## src/hdl/trap_pkg.sv

```systemverilog
`default_nettype none

package trap_pkg;

    // Plain vector types for the widths that carry a meaning
    typedef logic [31:0] word_t;
    typedef logic [11:0] csr_addr_t;
    typedef logic [1:0]  csr_w_type_t;

    // How a CSR write combines the operand with the old value
    localparam csr_w_type_t CSR_W_COPY  = 2'd0;
    localparam csr_w_type_t CSR_W_SET   = 2'd1;
    localparam csr_w_type_t CSR_W_CLEAR = 2'd2;

    // Machine-mode CSR addresses
    localparam csr_addr_t CSR_ADDR_MSTATUS  = 12'h300;
    localparam csr_addr_t CSR_ADDR_MIE      = 12'h304;
    localparam csr_addr_t CSR_ADDR_MTVEC    = 12'h305;
    localparam csr_addr_t CSR_ADDR_MSCRATCH = 12'h340;
    localparam csr_addr_t CSR_ADDR_MEPC     = 12'h341;
    localparam csr_addr_t CSR_ADDR_MCAUSE   = 12'h342;
    localparam csr_addr_t CSR_ADDR_MTVAL    = 12'h343;
    localparam csr_addr_t CSR_ADDR_MIP      = 12'h344;

    // Exception codes for the two machine interrupts
    localparam word_t INT_CODE_TIMER    = 32'd7;
    localparam word_t INT_CODE_EXTERNAL = 32'd11;

    // Mode field in the low two bits of mtvec
    localparam logic [1:0] MTVEC_MODE_DIRECT   = 2'd0;
    localparam logic [1:0] MTVEC_MODE_VECTORED = 2'd1;

    // Bit positions inside mstatus
    localparam int MSTATUS_MIE_BIT  = 3;
    localparam int MSTATUS_MPIE_BIT = 7;

    // Bit positions shared by mie and mip
    localparam int INT_TIMER_BIT    = 7;
    localparam int INT_EXTERNAL_BIT = 11;

endpackage

`default_nettype wire

```

## src/hdl/csr_file.sv

```systemverilog
`default_nettype none

module csr_file #(
    parameter trap_pkg::word_t MTVEC_RESET_BASE = '0
) (
    input  logic                  i_clk,
    input  logic                  i_rst,
    input  logic                  i_int_timer,
    input  logic                  i_int_ext,
    input  logic                  i_csr_w_en,
    input  trap_pkg::csr_addr_t   i_csr_addr,
    input  trap_pkg::csr_w_type_t i_csr_w_type,
    input  trap_pkg::word_t       i_csr_operand,
    input  logic                  i_restore_int_en,
    input  logic                  i_trap_dispatch,
    input  trap_pkg::word_t       i_trap_cause,
    input  trap_pkg::word_t       i_fetch_pc,
    output trap_pkg::word_t       o_csr_r_data,
    output trap_pkg::word_t       o_mepc,
    output trap_pkg::word_t       o_mtvec,
    output logic                  o_mstatus_mie,
    output logic                  o_timer_pending,
    output logic                  o_ext_pending
);
    import trap_pkg::*;

    // Bit 1 of mtvec is the upper mode bit and stays zero
    localparam word_t MTVEC_W_MASK = ~word_t'(32'h2);

    word_t r_mstatus;
    word_t r_mie;
    word_t r_mtvec;
    word_t r_mscratch;
    word_t r_mepc;
    word_t r_mcause;
    word_t r_mtval;
    word_t r_mip;

    word_t w_csr_r_data;
    word_t w_csr_w_data;
    word_t w_mip_sampled;
    word_t r_csr_r_data;

    // The read mux follows the live address, and a write uses the same
    // address, so SET and CLEAR see the old value of the target register
    always_comb begin
        case (i_csr_addr)
            CSR_ADDR_MSTATUS:  w_csr_r_data = r_mstatus;
            CSR_ADDR_MIE:      w_csr_r_data = r_mie;
            CSR_ADDR_MTVEC:    w_csr_r_data = r_mtvec;
            CSR_ADDR_MSCRATCH: w_csr_r_data = r_mscratch;
            CSR_ADDR_MEPC:     w_csr_r_data = r_mepc;
            CSR_ADDR_MCAUSE:   w_csr_r_data = r_mcause;
            CSR_ADDR_MTVAL:    w_csr_r_data = r_mtval;
            CSR_ADDR_MIP:      w_csr_r_data = r_mip;
            default:           w_csr_r_data = '0;
        endcase
    end

    // Modified write value
    always_comb begin
        case (i_csr_w_type)
            CSR_W_SET:   w_csr_w_data = w_csr_r_data | i_csr_operand;
            CSR_W_CLEAR: w_csr_w_data = w_csr_r_data & ~i_csr_operand;
            default:     w_csr_w_data = i_csr_operand;
        endcase
    end

    // Only the timer and external pending bits exist in mip
    always_comb begin
        w_mip_sampled                   = '0;
        w_mip_sampled[INT_TIMER_BIT]    = i_int_timer;
        w_mip_sampled[INT_EXTERNAL_BIT] = i_int_ext;
    end

    // Read data is registered and shows up one cycle after the address
    always_ff @(posedge i_clk) begin
        r_csr_r_data <= w_csr_r_data;
    end

    always_ff @(posedge i_clk) begin
        if (i_rst) begin
            r_mstatus  <= '0;
            r_mie      <= '0;
            r_mtvec    <= {MTVEC_RESET_BASE[31:2], MTVEC_MODE_DIRECT};
            r_mscratch <= '0;
            r_mepc     <= '0;
            r_mcause   <= '0;
            r_mtval    <= '0;
            r_mip      <= '0;
        end else begin
            r_mip <= w_mip_sampled;

            // Trap entry wins over any software access in the same cycle
            if (i_trap_dispatch) begin
                r_mepc                      <= i_fetch_pc;
                r_mcause                    <= i_trap_cause;
                r_mtval                     <= '0;
                r_mstatus[MSTATUS_MPIE_BIT] <= r_mstatus[MSTATUS_MIE_BIT];
                r_mstatus[MSTATUS_MIE_BIT]  <= 1'b0;
            end else if (i_csr_w_en) begin
                // mip has no entry here since it is read-only
                case (i_csr_addr)
                    CSR_ADDR_MSTATUS:  r_mstatus  <= w_csr_w_data;
                    CSR_ADDR_MIE:      r_mie      <= w_csr_w_data;
                    CSR_ADDR_MTVEC:    r_mtvec    <= w_csr_w_data & MTVEC_W_MASK;
                    CSR_ADDR_MSCRATCH: r_mscratch <= w_csr_w_data;
                    CSR_ADDR_MEPC:     r_mepc     <= w_csr_w_data;
                    CSR_ADDR_MCAUSE:   r_mcause   <= w_csr_w_data;
                    CSR_ADDR_MTVAL:    r_mtval    <= w_csr_w_data;
                    default: begin
                        // Unknown addresses take no write
                    end
                endcase
            end else if (i_restore_int_en) begin
                // Return from trap brings back the enable saved at trap entry
                r_mstatus[MSTATUS_MIE_BIT]  <= r_mstatus[MSTATUS_MPIE_BIT];
                r_mstatus[MSTATUS_MPIE_BIT] <= 1'b1;
            end
        end
    end

    always_comb begin
        o_csr_r_data  = r_csr_r_data;
        o_mepc        = r_mepc;
        o_mtvec       = r_mtvec;
        o_mstatus_mie = r_mstatus[MSTATUS_MIE_BIT];
    end

    // Pending bits leave already qualified by their individual enables,
    // the global enable is applied in the trap controller
    always_comb begin
        o_timer_pending = r_mip[INT_TIMER_BIT] & r_mie[INT_TIMER_BIT];
        o_ext_pending   = r_mip[INT_EXTERNAL_BIT] & r_mie[INT_EXTERNAL_BIT];
    end

endmodule

`default_nettype wire

```

## src/hdl/trap_controller.sv

```systemverilog
`default_nettype none

module trap_controller (
    input  logic            i_clk,
    input  logic            i_rst,
    input  logic            i_mstatus_mie,
    input  logic            i_timer_pending,
    input  logic            i_ext_pending,
    input  trap_pkg::word_t i_mtvec,
    input  logic            i_pipeline_empty,
    input  logic            i_branch_redirect_valid,
    input  trap_pkg::word_t i_branch_target,
    output logic            o_trap_dispatch,
    output trap_pkg::word_t o_trap_cause,
    output logic            o_redirect_valid,
    output trap_pkg::word_t o_redirect_target,
    output logic            o_redirect_is_trap,
    output logic            o_fetch_flush
);
    import trap_pkg::*;

    logic  w_timer_int;
    logic  w_ext_int;
    logic  w_trap_pending;
    word_t w_trap_code;
    word_t w_trap_base;
    word_t w_trap_target;

    logic  r_trap_redirect_valid;
    word_t r_trap_target;

    // Interrupts only count while the global enable is set
    always_comb begin
        w_timer_int    = i_mstatus_mie & i_timer_pending;
        w_ext_int      = i_mstatus_mie & i_ext_pending;
        w_trap_pending = w_timer_int | w_ext_int;
    end

    // External has priority over timer. With nothing pending the code is
    // unused, so the timer code is as good as any
    always_comb begin
        if (w_ext_int) begin
            w_trap_code = INT_CODE_EXTERNAL;
        end else begin
            w_trap_code = INT_CODE_TIMER;
        end
        o_trap_cause = {1'b1, w_trap_code[30:0]};
    end

    // Vectored mode jumps to base + 4 * code, everything else to the base
    always_comb begin
        w_trap_base = {i_mtvec[31:2], 2'b00};
        if (i_mtvec[1:0] == MTVEC_MODE_VECTORED) begin
            w_trap_target = w_trap_base + (w_trap_code << 2);
        end else begin
            w_trap_target = w_trap_base;
        end
    end

    // Dispatch waits until no instruction is left in flight
    always_comb begin
        o_trap_dispatch = w_trap_pending & i_pipeline_empty;
    end

    always_ff @(posedge i_clk) begin
        if (i_rst) begin
            r_trap_redirect_valid <= 1'b0;
        end else begin
            r_trap_redirect_valid <= o_trap_dispatch;
        end
    end

    always_ff @(posedge i_clk) begin
        if (o_trap_dispatch) begin
            r_trap_target <= w_trap_target;
        end
    end

    // A branch redirect goes straight through, the trap redirect only
    // fills in when no branch is redirecting
    always_comb begin
        if (i_branch_redirect_valid) begin
            o_redirect_valid   = 1'b1;
            o_redirect_target  = i_branch_target;
            o_redirect_is_trap = 1'b0;
        end else begin
            o_redirect_valid   = r_trap_redirect_valid;
            o_redirect_target  = r_trap_target;
            o_redirect_is_trap = r_trap_redirect_valid;
        end
    end

    // Fetch stays flushed while a trap is pending so the pipeline drains
    always_comb begin
        o_fetch_flush = o_redirect_valid | w_trap_pending;
    end

endmodule

`default_nettype wire

```

## src/hdl/machine_trap_unit.sv

```systemverilog
`default_nettype none

module machine_trap_unit #(
    parameter trap_pkg::word_t MTVEC_RESET_BASE = '0
) (
    input  logic                  i_clk,
    input  logic                  i_rst,
    input  logic                  i_int_timer,
    input  logic                  i_int_ext,
    input  logic                  i_csr_w_en,
    input  trap_pkg::csr_addr_t   i_csr_addr,
    input  trap_pkg::csr_w_type_t i_csr_w_type,
    input  trap_pkg::word_t       i_csr_operand,
    input  logic                  i_restore_int_en,
    input  logic                  i_pipeline_empty,
    input  trap_pkg::word_t       i_fetch_pc,
    input  logic                  i_branch_redirect_valid,
    input  trap_pkg::word_t       i_branch_target,
    output trap_pkg::word_t       o_csr_r_data,
    output trap_pkg::word_t       o_mepc,
    output logic                  o_redirect_valid,
    output trap_pkg::word_t       o_redirect_target,
    output logic                  o_redirect_is_trap,
    output logic                  o_fetch_flush
);
    import trap_pkg::*;

    // CSR state towards the controller
    logic  w_mstatus_mie;
    logic  w_timer_pending;
    logic  w_ext_pending;
    word_t w_mtvec;

    // Trap entry back towards the CSRs
    logic  w_trap_dispatch;
    word_t w_trap_cause;

    csr_file #(
        .MTVEC_RESET_BASE(MTVEC_RESET_BASE)
    ) csr_file_inst (
        .i_clk           (i_clk),
        .i_rst           (i_rst),
        .i_int_timer     (i_int_timer),
        .i_int_ext       (i_int_ext),
        .i_csr_w_en      (i_csr_w_en),
        .i_csr_addr      (i_csr_addr),
        .i_csr_w_type    (i_csr_w_type),
        .i_csr_operand   (i_csr_operand),
        .i_restore_int_en(i_restore_int_en),
        .i_trap_dispatch (w_trap_dispatch),
        .i_trap_cause    (w_trap_cause),
        .i_fetch_pc      (i_fetch_pc),
        .o_csr_r_data    (o_csr_r_data),
        .o_mepc          (o_mepc),
        .o_mtvec         (w_mtvec),
        .o_mstatus_mie   (w_mstatus_mie),
        .o_timer_pending (w_timer_pending),
        .o_ext_pending   (w_ext_pending)
    );

    trap_controller trap_controller_inst (
        .i_clk                  (i_clk),
        .i_rst                  (i_rst),
        .i_mstatus_mie          (w_mstatus_mie),
        .i_timer_pending        (w_timer_pending),
        .i_ext_pending          (w_ext_pending),
        .i_mtvec                (w_mtvec),
        .i_pipeline_empty       (i_pipeline_empty),
        .i_branch_redirect_valid(i_branch_redirect_valid),
        .i_branch_target        (i_branch_target),
        .o_trap_dispatch        (w_trap_dispatch),
        .o_trap_cause           (w_trap_cause),
        .o_redirect_valid       (o_redirect_valid),
        .o_redirect_target      (o_redirect_target),
        .o_redirect_is_trap     (o_redirect_is_trap),
        .o_fetch_flush          (o_fetch_flush)
    );

endmodule

`default_nettype wire

```

## config.mk

```make
export PLATFORM = sky130hd
export DESIGN_NAME = machine_trap_unit
export DESIGN_NICKNAME = d
export VERILOG_FILES = /design/src/hdl/trap_pkg.sv /design/src/hdl/csr_file.sv /design/src/hdl/trap_controller.sv /design/src/hdl/machine_trap_unit.sv
export SDC_FILE = /design/constraint.sdc
export NUM_CORES = 1
export LEC_CHECK = 0
export BUFFER_PORTS_ARGS = -buffer_cell sky130_fd_sc_hd__clkbuf_2
export CAP_MARGIN = 20
export CORE_ASPECT_RATIO = 0.5
export CORE_UTILIZATION = 57
export CTS_CLUSTER_SIZE = 10
export DETAILED_ROUTE_END_ITERATION = 7
export HOLD_SLACK_MARGIN = 0.08
export PLACE_DENSITY_LB_ADDON = 0.05
export SLEW_MARGIN = 20
export SYNTH_ARGS = -nofsm -noshare
export SYNTH_HDL_FRONTEND = slang
export SYNTH_SLANG_ARGS = --single-unit
```

## constraint.sdc

```tcl
create_clock -name i_clk -period 2.8 [get_ports i_clk]
set_input_delay 0.42 -clock i_clk [delete_from_list [all_inputs] [get_ports i_clk]]
set_output_delay 0.42 -clock i_clk [all_outputs]
set_load 0.02 [all_outputs]
```

==> run summary <==
For the worst-case hold slack, the log shows 125.8 ps. Counting cells, the worst reg-to-reg path comes to 6. The congestion estimate from routability-driven global placement came to 1.072. The number of standard cells after synthesis came out at 1417. The routed layout has 13979 vias. After detailed routing, the average wire length per cell comes to 28.15 um.

The tools report the start of the worst register-to-register path as csr_file_inst.r_mip[11]. The final core utilization is 0.7177, and the worst hold path stage count is 3. Data on the critical path is required at its endpoint by 3230 ps. The wire-length estimate of the detail-placed layout is 40830 um. For the number of DRC markers after the initial detailed-route iteration, the log shows 2059. The data arrival at the endpoint of the critical path is 3000 ps, and the placeable core region is 24220 um2. The tool flagged a number of max-cap violations equal to 0. The run gives 83740 um as the first-pass GRT wire length. The post-route DRC violation count is 0.

The endpoint of the worst hold path was csr_file_inst.o_mepc[0]. For the post-layout instance area, the log shows 17390 um2. The starting density of the core was 0.5867; the number of buffers added on ports was 216. The post-synthesis sequential element count was 288; the cell area after synthesis was 14210 um2. The final worst clock skew is 18.80 ps. The async set or reset register ratio after synthesis came out at 0. The average instance in the mapped netlist occupies 10.03 um2. The number of antenna diodes in the final layout is 0. The tools report the total clock buffers created by CTS as 34. The H-tree level count is 2, and the setup violation total in the final timing report is 0. For this run, the top clock speed supported by timing is 389.2 MHz. The tools report the power after layout as 9.071 mW. Measured along the y axis, the die boundary spans 113.7 um. Across the VDD grid, the largest voltage drop is 0.5454 mV. The tools report the sequential share of the synthesized area as 0.4268.

Setup repair after global routing left no endpoint under its margin. Row generation in the floorplan step produced 40 rows. STA classifies the critical path startpoint as an input pin. Summed over all cells, the static leakage comes to 6.793 nW. TritonCTS built the clock tree.

The logs give 540 ps for the worst-skew pair later-pin latency and 0 for the number of buffers added for setup after CTS. Largest net degree at the start of global routing: 64. Using the TritonRoute via totals, the vias-per-cell ratio works out to 6.907.

The transition at the pin with the smallest max-transition slack came out at 816.3 ps. Buffers inserted to repair hold after CTS numbered 0. After detailed placement, the total cell area comes to 16460 um2.

Capture point of the worst reg-to-reg path: csr_file_inst.r_mscratch[22]. The initial antenna violation count is 2, and the via count of the first global-routing pass is 13166. For this design the ratio of total power to cell area is 521.7 nW/um2. The number of distinct library cell variants in the gate-level netlist after synthesis was 80.

The tools report the hold path startpoint as i_fetch_pc[0]. In this run, placement finished with an instance count of 1981. In this run the count of I/O pins placed on the die edge is 217.

In this run the horizontal extent of the chip is 225.3 um. Total count of max-transition violations in the final report: 0. After clock tree synthesis, the repair step resized 0 gates. The ratio of final minimum period to clock period is 0.9176, and the reg-to-reg setup timing slack is 270 ps.

The net total in the final layout was 1804; the clock edge transition at the registers on the reported setup and hold paths was 60 ps. The first detailed-routing pass took 6 iterations. The tools report the final standard cell count with taps included and fillers excluded as 2024. The worst setup path category was input pin to flop.

The tools report the maximum root-to-sink buffer count as 3. The logs give 56980 um for the overall routed net length and 0 for the count of final hold-check violations. The tools report the total congestion overflow as 0. The relative max-transition margin was 0.4558; the overall die area was 25610 um2. STA classifies the critical path endpoint as a flop. The dominant register cell in the synthesized netlist is sky130_fd_sc_hd__dfxtp_1.

The share of cells above drive strength 1 works out to 0.3199. Cell at the root of the clock tree: sky130_fd_sc_hd__clkbuf_16. The post-layout minimum cycle time was 2569 ps.

The flow ran to the end, and the final reports show no timing, DRC or antenna violations. Counting every net in the synthesized netlist gives 1540. The number of enable flip-flop cells after synthesis is 30, and the warning count from the yosys run is 0. Area added between synthesis and finish: 22.34%.

The worst hold path belongs to the class input pin to flop. In this run the remaining antenna-violating nets after routing total 0. The clock net in this run drives a total of 288 sinks. Along the worst path, the maximum fanout reaches 16. For the overall routing resource usage, the log shows 0.4419.
metal layers:
| layer | routed length [um] | vias up | global-route usage | part of all wire |
|---|---|---|---|---|
| met5 | 0 | - | 0 | 0 |
| met3 | 9082 | 135 | 0.1625 | 0.16 |
| met4 | 1410 | 0 | 0.1252 | 0.025 |
| met2 | 22840 | 1059 | 0.6169 | 0.40 |
| li1 | - | 5948 | - | - |
| met1 | 23650 | 6837 | 0.6324 | 0.42 |
cells by family (layout without fill, tap and decap cells):
logic type               count (synthesis)  count (layout)  share of synthesized area
AO/OA/AOI/OAI                          543             543                     0.3054
AND/OR/NAND/NOR                        302             302                     0.1265
flip-flops                             288             288                     0.4268
buffers and inverters                  156             427                    0.04746
multiplexers                            95              95                    0.07211
XOR/XNOR                                28              28                    0.01726
adder cells (fa/ha/maj)                  5               5                   0.004402
flip-flops by register name (all words and copies together), names as in the netlist, 30 cells and up:
signal / count
csr_file_inst.o_csr_r_data: 32
csr_file_inst.o_mepc: 32
csr_file_inst.r_mcause: 32
csr_file_inst.r_mie: 32
csr_file_inst.r_mscratch: 32
csr_file_inst.r_mstatus: 32
csr_file_inst.r_mtval: 32
csr_file_inst.o_mtvec: 31
trap_controller_inst.r_trap_target: 30
cells in the final DEF (no fill, tap or decap), types with 18 or more instances in the layout:
cell type,instances
sky130_fd_sc_hd__or4bb_1,19
sky130_fd_sc_hd__buf_4,115
sky130_fd_sc_hd__clkbuf_16,34
sky130_fd_sc_hd__buf_12,20
sky130_fd_sc_hd__mux2i_1,36
sky130_fd_sc_hd__nand2_1,64
sky130_fd_sc_hd__a21oi_1,65
sky130_fd_sc_hd__inv_1,32
sky130_fd_sc_hd__edfxtp_1,30
sky130_fd_sc_hd__nand3_1,25
sky130_fd_sc_hd__nand4_1,22
sky130_fd_sc_hd__a22oi_1,44
sky130_fd_sc_hd__a211oi_1,29
sky130_fd_sc_hd__xnor2_1,18
sky130_fd_sc_hd__mux2_2,59
sky130_fd_sc_hd__o21ai_0,97
sky130_fd_sc_hd__dfxtp_1,258
sky130_fd_sc_hd__clkbuf_2,216
sky130_fd_sc_hd__o2bb2ai_1,41
sky130_fd_sc_hd__nor2_1,61
sky130_fd_sc_hd__a22o_1,157
worst max-delay path by stage:
| stage | startpoint | to | slack, ps |
|---|---|---|---|
| 2_1_floorplan | csr_file_inst.r_mie[7] | csr_file_inst.o_mepc[1] | 440 |
| 3_3_place_gp | i_csr_addr[6] | csr_file_inst.r_mcause[26] | -50 |
| 3_5_place_dp | i_csr_addr[6] | csr_file_inst.r_mtval[26] | -70 |
| 4_1_cts | csr_file_inst.o_mtvec[8] | trap_controller_inst.r_trap_target[29] | 420 |
| 5_1_grt | i_csr_addr[6] | csr_file_inst.o_mepc[26] | 170 |
| 6_report | i_csr_addr[6] | csr_file_inst.o_mepc[26] | 230 |
metrics by stage:
step | TNS, ps | worst slack [ps]
2_1_floorplan | 0 | 444.8
3_3_place_gp | -604.8 | -50.67
3_5_place_dp | -500.2 | -71.37
4_1_cts | 0 | 424.9
5_1_grt | 0 | 166.9
6_report | 0 | 230.7
critical path, stage by stage:
cell	delay (ps)
sky130_fd_sc_hd__clkbuf_2	340
sky130_fd_sc_hd__buf_4	290
sky130_fd_sc_hd__or4bb_1	500
sky130_fd_sc_hd__a21oi_1	460
sky130_fd_sc_hd__buf_4	210
sky130_fd_sc_hd__a21oi_1	90
sky130_fd_sc_hd__a21oi_4	350
sky130_fd_sc_hd__nand2_1	100
sky130_fd_sc_hd__a211oi_1	230
area by class of cell:
| class | instances | area (um2) |
|---|---|---|
| multi-input combinational | 973 | 7507 |
| fill | 1820 | 6838 |
| sequential | 288 | 6066 |
| timing repair buffer | 351 | 2345 |
| clock buffer | 41 | 887.1 |
| tap | 336 | 420.4 |
| inverter | 33 | 123.9 |
| clock inverter | 2 | 36.28 |
report_power, final:
group / switching [mW] / internal, mW
Clock: 1.73 / 2.23
Combinational: 0.629 / 0.322
Sequential: 0.00420 / 4.16
Total: 2.36 / 6.71
synthesized netlist by cell type, types with 10 or more instances:
master                      count  area (um2)
sky130_fd_sc_hd__dfxtp_1      258        5165
sky130_fd_sc_hd__a22o_1       157        1375
sky130_fd_sc_hd__o21ai_0       97       485.5
sky130_fd_sc_hd__clkbuf_1      73       274.0
sky130_fd_sc_hd__a21oi_1       66       330.3
sky130_fd_sc_hd__nand2_1       64       240.2
sky130_fd_sc_hd__nor2_1        64       240.2
sky130_fd_sc_hd__mux2_2        59       664.4
sky130_fd_sc_hd__a22oi_1       44       330.3
sky130_fd_sc_hd__o2bb2ai_1     41       359.1
sky130_fd_sc_hd__mux2i_1       36       360.4
sky130_fd_sc_hd__buf_2         32       160.2
sky130_fd_sc_hd__inv_1         32       120.1
sky130_fd_sc_hd__edfxtp_1      30       900.9
sky130_fd_sc_hd__a211oi_1      29       217.7
sky130_fd_sc_hd__nand3_1       26       130.1
sky130_fd_sc_hd__nand4_1       22       137.6
sky130_fd_sc_hd__or4bb_1       19       214.0
sky130_fd_sc_hd__xnor2_1       18       157.7
sky130_fd_sc_hd__a21o_1        15       112.6
sky130_fd_sc_hd__a31oi_4       14       297.8
sky130_fd_sc_hd__and3_1        13       81.33
sky130_fd_sc_hd__or4b_2        13       130.1
sky130_fd_sc_hd__a21oi_4       12       195.2
sky130_fd_sc_hd__a22oi_2       11       137.6
sky130_fd_sc_hd__nor3_1        11       55.05
sky130_fd_sc_hd__xor2_1        10       87.58
Power figures use the tool's default switching activity.
